## config.mk

```make
export PLATFORM = sky130hd
export DESIGN_NAME = fc_buffers
export DESIGN_NICKNAME = d
export VERILOG_FILES = /design/src/hdl/cnn_num_pkg.sv /design/src/hdl/fc_ctrl_pkg.sv /design/src/hdl/fc_buffers.sv
export SDC_FILE = /design/constraint.sdc
export NUM_CORES = 2
export LEC_CHECK = 0
export BUFFER_PORTS_ARGS = -buffer_cell sky130_fd_sc_hd__buf_2
export CAP_MARGIN = 20
export CORE_MARGIN = 2
export CORE_UTILIZATION = 55
export CTS_CLUSTER_DIAMETER = 200
export DETAILED_ROUTE_END_ITERATION = 10
export PLACE_DENSITY = 0.77
export SKIP_LAST_GASP = 1
export SLEW_MARGIN = 20
export SYNTH_ARGS = -nofsm -noshare
export SYNTH_HDL_FRONTEND = slang
export SYNTH_SLANG_ARGS = --single-unit
```

## constraint.sdc

```tcl
create_clock -name clk -period 7.8 [get_ports clk]
set_input_delay 0.39 -clock clk [delete_from_list [all_inputs] [get_ports clk]]
set_output_delay 0.39 -clock clk [all_outputs]
set_load 0.005 [all_outputs]
```

## src/hdl/cnn_num_pkg.sv

```systemverilog
package cnn_num_pkg;

	// Q8.8 fixed point for pixels, weights and biases
	localparam int word_w = 16;
	localparam int frac_w = 8;

	// headroom for a full vector of 32-bit products
	localparam int acc_w = 40;

	typedef logic signed [word_w-1:0] word_t;
	typedef logic signed [acc_w-1:0] acc_t;

endpackage

```

## src/hdl/fc_ctrl_pkg.sv

```systemverilog
package fc_ctrl_pkg;

	// pixel and weight read sequencer
	typedef enum logic [1:0] {
		READ_IDLE,
		READ_SETUP,
		READ_RUN
	} read_state_t;

	// bias read loader
	typedef enum logic {
		BIAS_IDLE,
		BIAS_LOAD
	} bias_state_t;

	// which buffer the external write port targets
	typedef enum logic [1:0] {
		WR_PIXEL,
		WR_WEIGHT,
		WR_BIAS
	} wr_target_t;

endpackage

```

## src/hdl/fc_buffers.sv

```systemverilog
`timescale 1ns/1ps

module fc_buffers #(
	parameter int ROWS  = 4,
	parameter int COLS  = 4,
	parameter int N_OUT = 10,
	parameter int CNT_W = 16
) (
	input  logic                           clk,
	input  logic                           rst,
	input  logic                           wr_en,
	input  fc_ctrl_pkg::wr_target_t        wr_target,
	input  logic [CNT_W-1:0]               wr_addr,
	input  cnn_num_pkg::word_t [N_OUT-1:0] wr_data,
	input  logic [CNT_W-1:0]               read_row_addr,
	input  logic [CNT_W-1:0]               read_col_addr,
	input  logic                           read_pixel_en,
	input  logic [CNT_W-1:0]               read_weight_addr,
	input  logic                           read_weight_en,
	input  logic [CNT_W-1:0]               read_bias_addr,
	input  logic                           read_bias_en,
	output cnn_num_pkg::word_t             pixel_data,
	output cnn_num_pkg::word_t [N_OUT-1:0] weight_data,
	output cnn_num_pkg::word_t             bias_data
);
	import cnn_num_pkg::*;
	import fc_ctrl_pkg::*;

	localparam int N_IN = ROWS * COLS;
	localparam int PIX_AW = (N_IN > 1) ? $clog2(N_IN) : 1;
	localparam int BIAS_AW = (N_OUT > 1) ? $clog2(N_OUT) : 1;

	word_t pixel_mem [N_IN];
	word_t [N_OUT-1:0] weight_mem [N_IN];
	word_t bias_mem [N_OUT];
	logic [CNT_W-1:0] pix_rd_addr;

	// row-major pixel layout
	assign pix_rd_addr = read_row_addr * CNT_W'(COLS) + read_col_addr;

	always_ff @(posedge clk)
	begin
		if (wr_en)
		begin
			case (wr_target)
				WR_PIXEL:  pixel_mem[wr_addr[PIX_AW-1:0]] <= wr_data[0];
				WR_WEIGHT: weight_mem[wr_addr[PIX_AW-1:0]] <= wr_data;
				WR_BIAS:   bias_mem[wr_addr[BIAS_AW-1:0]] <= wr_data[0];
				default:   ;
			endcase
		end
	end

	always_ff @(posedge clk or posedge rst)
	begin
		if (rst)
		begin
			pixel_data <= '0;
			weight_data <= '0;
			bias_data <= '0;
		end
		else
		begin
			if (read_pixel_en)
				pixel_data <= pixel_mem[pix_rd_addr[PIX_AW-1:0]];
			if (read_weight_en)
				weight_data <= weight_mem[read_weight_addr[PIX_AW-1:0]];
			if (read_bias_en)
				bias_data <= bias_mem[read_bias_addr[BIAS_AW-1:0]];
		end
	end

endmodule

```

Yosys cells after proc, flatten, opt, wreduce, memory -nomap -nowiden
Memory sizes are Yosys's and may differ from the RTL's. A register that Yosys moved wholly into a read port is not among the register bits.
Cells that the tools add are included.
{"block": "totals", "reg_bits": 0, "latch_bits": 0, "mem_bits_rw": 2976, "rom_bits": 0, "inputBits": 248, "output_inout_bits": 192, "word_cells": 16, "memories": 3}
{"memory": "weight_mem", "depth": 16, "word_bits": 160, "read_ports": 1, "rd_clocked_by_memory_dff": 1, "write_ports": 1, "line_no": "fc_buffers.sv:34", "source": "word_t [N_OUT-1:0] weight_mem [N_IN];"}
{"memory": "pixel_mem", "depth": 16, "word_bits": 16, "read_ports": 1, "rd_clocked_by_memory_dff": 1, "write_ports": 1, "line_no": "fc_buffers.sv:33", "source": "word_t pixel_mem [N_IN];"}
{"memory": "bias_mem", "depth": 10, "word_bits": 16, "read_ports": 1, "rd_clocked_by_memory_dff": 1, "write_ports": 1, "line_no": "fc_buffers.sv:35", "source": "word_t bias_mem [N_OUT];"}
{"block": "op_classes", "addsub": 1, "mul": 0, "n_div": 0, "n_lt_le_gt_ge": 0, "n_eq_ne": 2, "shifts": 0, "n_mux": 9, "bitwise_logic": 0, "reduce_logical": 1}
{"op": "$mux W1", "n": 9}
{"op": "$add A4 B4 Y4", "n": 1}
{"op": "$eq A2 B1 Y1 const B", "n": 1}
{"op": "$eq A2 B2 Y1 const B", "n": 1}
{"op": "$logic_not A2 Y1", "n": 1}

Depth between registers and ports, before layout
{"block": "logic_depth", "ltp_word": 4, "depth_mapped": 8, "ltp_nobuf": 5}

Worst setup path after synthesis
Ideal clock, no wire load.
{"block": "synth_path", "path_type": "in2reg", "from": "input wr_addr[0]", "to": "memory weight_mem[11][0] (netlist name) (enable)", "setup_time_ns": 0.876, "arrival_time_ns": 11.616, "required_time_ns": 6.924, "slack_ns": -4.691, "stages": 3, "path_buffers": 1, "path_cell_list": "clkbuf_1 nand2_1 nor3_1"}
{"item": "start, declared", "line_no": "fc_buffers.sv:13", "source": "input logic [CNT_W-1:0] wr_addr,"}
{"item": "end, declared", "line_no": "fc_buffers.sv:34"}
No word-level cell before the write port.

==> flow_summary.json <==
{
  "io-pin-count": 440,
  "crit_type": "input port to flop",
  "design.core.area_sq_mm": 0.217,
  "dpl.hpwl_um": 139000,
  "cts_resized": 0,
  "cts_sinks": 3168,
  "wl_per_cell_um": 31.1,
  "rr_endpoint": "pixel_data[14]",
  "leakage_nw": 45.5,
  "hp-class": "input port to flop",
  "vias": 59900,
  "drv.max_cap_violation_count": 0,
  "synth.avg_cell_area_sq_um": 21.7,
  "drt_iter0_markers": 6910,
  "rows": 171,
  "crit_slowest_cell": "nand2b_4",
  "rsz0062_at_grt": "false",
  "seqPwrFrac": 0.528,
  "slew_violations": 0,
  "synth_edf_count": 2976,
  "fmax_mhz": 294,
  "rrSetupSlack_ns": 6.26,
  "grt_antenna_before_repair": 39,
  "utilization": 0.629,
  "fin_worst_skew_ns": 0.0557,
  "cts_tree": "built",
  "async_flop_share": 0.0606,
  "start_util": 0.551,
  "synth_commonest_cells": "edfxtp_1, mux2i_1, mux4_2",
  "r2r_start": "pixel_mem[7][14]",
  "cts_inserted_buffers": 324,
  "critPathLaunchType": "input port",
  "final_cell_area_sq_mm": 0.136,
  "worstHoldEndpoint": "pixel_mem[14][4]",
  "clock_latency_ns": 0.95,
  "drt_first_pass_iters": 5,
  "synthFlopType": "edfxtp_1",
  "finalCritPeriodShare": 0.436,
  "post-route-min-period_ns": 3.40,
  "relSlewSlack": 0.218,
  "status": "complete, no violations",
  "power_frac_comb": 0.051,
  "yosysTopAreaCell": "edfxtp_1",
  "grt_usage": 0.257,
  "viasPerCell": 6.48,
  "grt_max_degree": 130,
  "finalSetupTns_ns": 0,
  "placedInstanceArea_sq_mm": 0.124,
  "pre_cts_slack_ns": 3.91,
  "synthToLayoutAreaGrowth_pct": 14.1,
  "switchingPower_mw": 7.51,
  "die_x_um": 470,
  "ys_types": 36,
  "fp.dieH_um": 470,
  "nFillCells": 13900,
  "grt_pass1_wl_um": 413000,
  "timing_worst_slew_pin_value_ns": 1.17,
  "finalHoldViolCount": 0,
  "grt_overflow": 0,
  "synth_top_area_share": 0.749,
  "cts-root-buf": "clkbuf_16",
  "cts_buffer_depth": 4,
  "yosysMostFrequentCell": "edfxtp_1",
  "internal_power_mw": 28.5,
  "worst_slack_ns": 4.40,
  "ys_ff_latch": 3168,
  "peakVddDrop_mv": 0.252,
  "dp_cells": 8507,
  "drive_above_1_share": 0.223,
  "clk_pin_slew_worst_paths_ns": 0.06,
  "yosys_warnings": 0,
  "whs_path_depth": 1,
  "ys_top_cells_by_area": "edfxtp_1, mux4_2, mux2i_1, dfrtp_1, o22ai_1",
  "path_max_fanout": 57,
  "cp_slowest_stage_delay_ns": 1.00,
  "powerDensity_mw_per_mm2": 264,
  "cp.required_ns": 8.54,
  "ff2ff_path_depth": 3,
  "portBuffers": 377,
  "die_area_sq_mm": 0.221,
  "holdBufCountCts": 148,
  "multi_input_area_sq_mm": 0.0235,
  "synthCells": 5489,
  "postCtsSetupBuffers": 0,
  "gp_congestion": 0.762,
  "ff_latch_area_sq_mm": 0.0942,
  "synth_area_sq_mm": 0.119,
  "ant_nets": 0,
  "setup_viol_count_final": 0,
  "wirelength_um": 288000,
  "hold_slack_ns": 0.0618,
  "swShare": 0.208,
  "syn_nets": 5738,
  "stdcell_count": 9251,
  "cts.htree.levels": 5,
  "p_clk_frac": 0.422,
  "power_mw": 36.0,
  "endpoint_kind": "flop",
  "grt_pass1_vias": 60900,
  "hp-start": "wr_data[4]",
  "nNetsFinal": 6376,
  "worstPathArrival_ns": 4.14,
  "crit_chain": "dlygate4sd3_1 -> buf_8 -> nand2b_4 -> buf_4 -> o22ai_1 -> o32ai_1 -> a21oi_1",
  "yosysSeqAreaShare": 0.789,
  "drc": 0
}
[cells in the final DEF, fill, tap and decap left out, types with 8 or more instances in the layout]
cell type | netlist | final
edfxtp_1 | 2976 | 2976
mux2i_1 | 716 | 716
mux4_2 | 429 | 429
buf_2 | 108 | 371
clkbuf_16 | 0 | 331
o22ai_1 | 246 | 246
dfrtp_1 | 192 | 192
dlygate4sd3_1 | 0 | 148
o32ai_1 | 111 | 111
a21oi_1 | 111 | 111
buf_4 | 57 | 87
nor2_1 | 114 | 82
clkbuf_1 | 89 | 82
mux4_1 | 53 | 53
a221oi_1 | 49 | 49
clkinv_2 | 0 | 48
clkbuf_8 | 0 | 39
o21ai_0 | 38 | 38
clkinv_1 | 1 | 34
a22oi_1 | 32 | 32
bufinv_16 | 0 | 25
diode_2 | 0 | 21
nand2b_1 | 24 | 20
nor2_4 | 0 | 20
buf_12 | 0 | 20
o221ai_1 | 16 | 16
a32oi_1 | 16 | 16
nor2_2 | 0 | 12
nand2_1 | 13 | 11
clkinvlp_4 | 0 | 8
[flip-flops by register name, indices dropped and copies added (netlist names)]
register and flops:
pixel_mem 256, weight_mem 2560, pixel_data 16, weight_data 160, bias_mem 160, bias_data 16
[cell families (layout without fill, tap and decap cells)]
family | Yosys count | count (layout) | share of synthesized area
mux | 1198 | 1198 | 0.153
simple gates | 176 | 176 | 0.00650
buf+inv | 323 | 1210 | 0.0163
xor+xnor | 1 | 1 | 0.000189
fa+ha+maj | 1 | 1 | 0.000105
compound gates | 622 | 622 | 0.0354
other cells | 0 | 21 | 0
flops | 3168 | 3168 | 0.789
[cell type report]
| class | instances | area share |
|---|---|---|
| tap | 2854 | 0.0262 |
| inverter | 4 | 0.000165 |
| antenna | 21 | 0.000386 |
| timing repair buffer | 631 | 0.0328 |
| sequential | 3168 | 0.691 |
| clock buffer | 451 | 0.0669 |
| multi-input combinational | 1998 | 0.173 |
| clock inverter | 124 | 0.00940 |
[worst max path at each step]
stage	start	endpoint	slack, ns	cells past startpoint
floorplan	wr_target[1]	weight_mem[3][0]	-0.45	3
global route	read_weight_addr[2]	weight_data[47]	4.38	7
finish	read_weight_addr[2]	weight_data[57]	4.40	7
global placement	read_weight_addr[1]	weight_data[158]	4.03	6
detailed placement	read_weight_addr[1]	weight_data[17]	3.91	6
CTS	read_weight_addr[2]	weight_data[132]	4.48	7
[routing by layer]
| metal | global-route usage | share of wire |
|---|---|---|
| met5 | 0 | 0.00060 |
| met4 | 0.0840 | 0.030 |
| met3 | 0.0524 | 0.090 |
| met2 | 0.425 | 0.50 |
| met1 | 0.346 | 0.38 |
[critical path: cells and delay by family]
kind                   cells  cell delay, ns
and+or+nand+nor            1            1.00
buffers and inverters      3            1.95
AOI/OAI and AO/OA          3            0.64
[power by group through the flow]
stage | Sequential (mW) | Clock (mW) | Combinational [mW]
2_1_floorplan | 19.3 | 0 | 0.975
3_3_place_gp | 19.3 | 0 | 1.69
3_5_place_dp | 19.3 | 0 | 1.74
4_1_cts | 19.0 | 15.4 | 1.83
5_1_grt | 19.0 | 16.0 | 1.95
6_report | 19.0 | 15.2 | 1.83
Power figures use the tool's default switching activity.
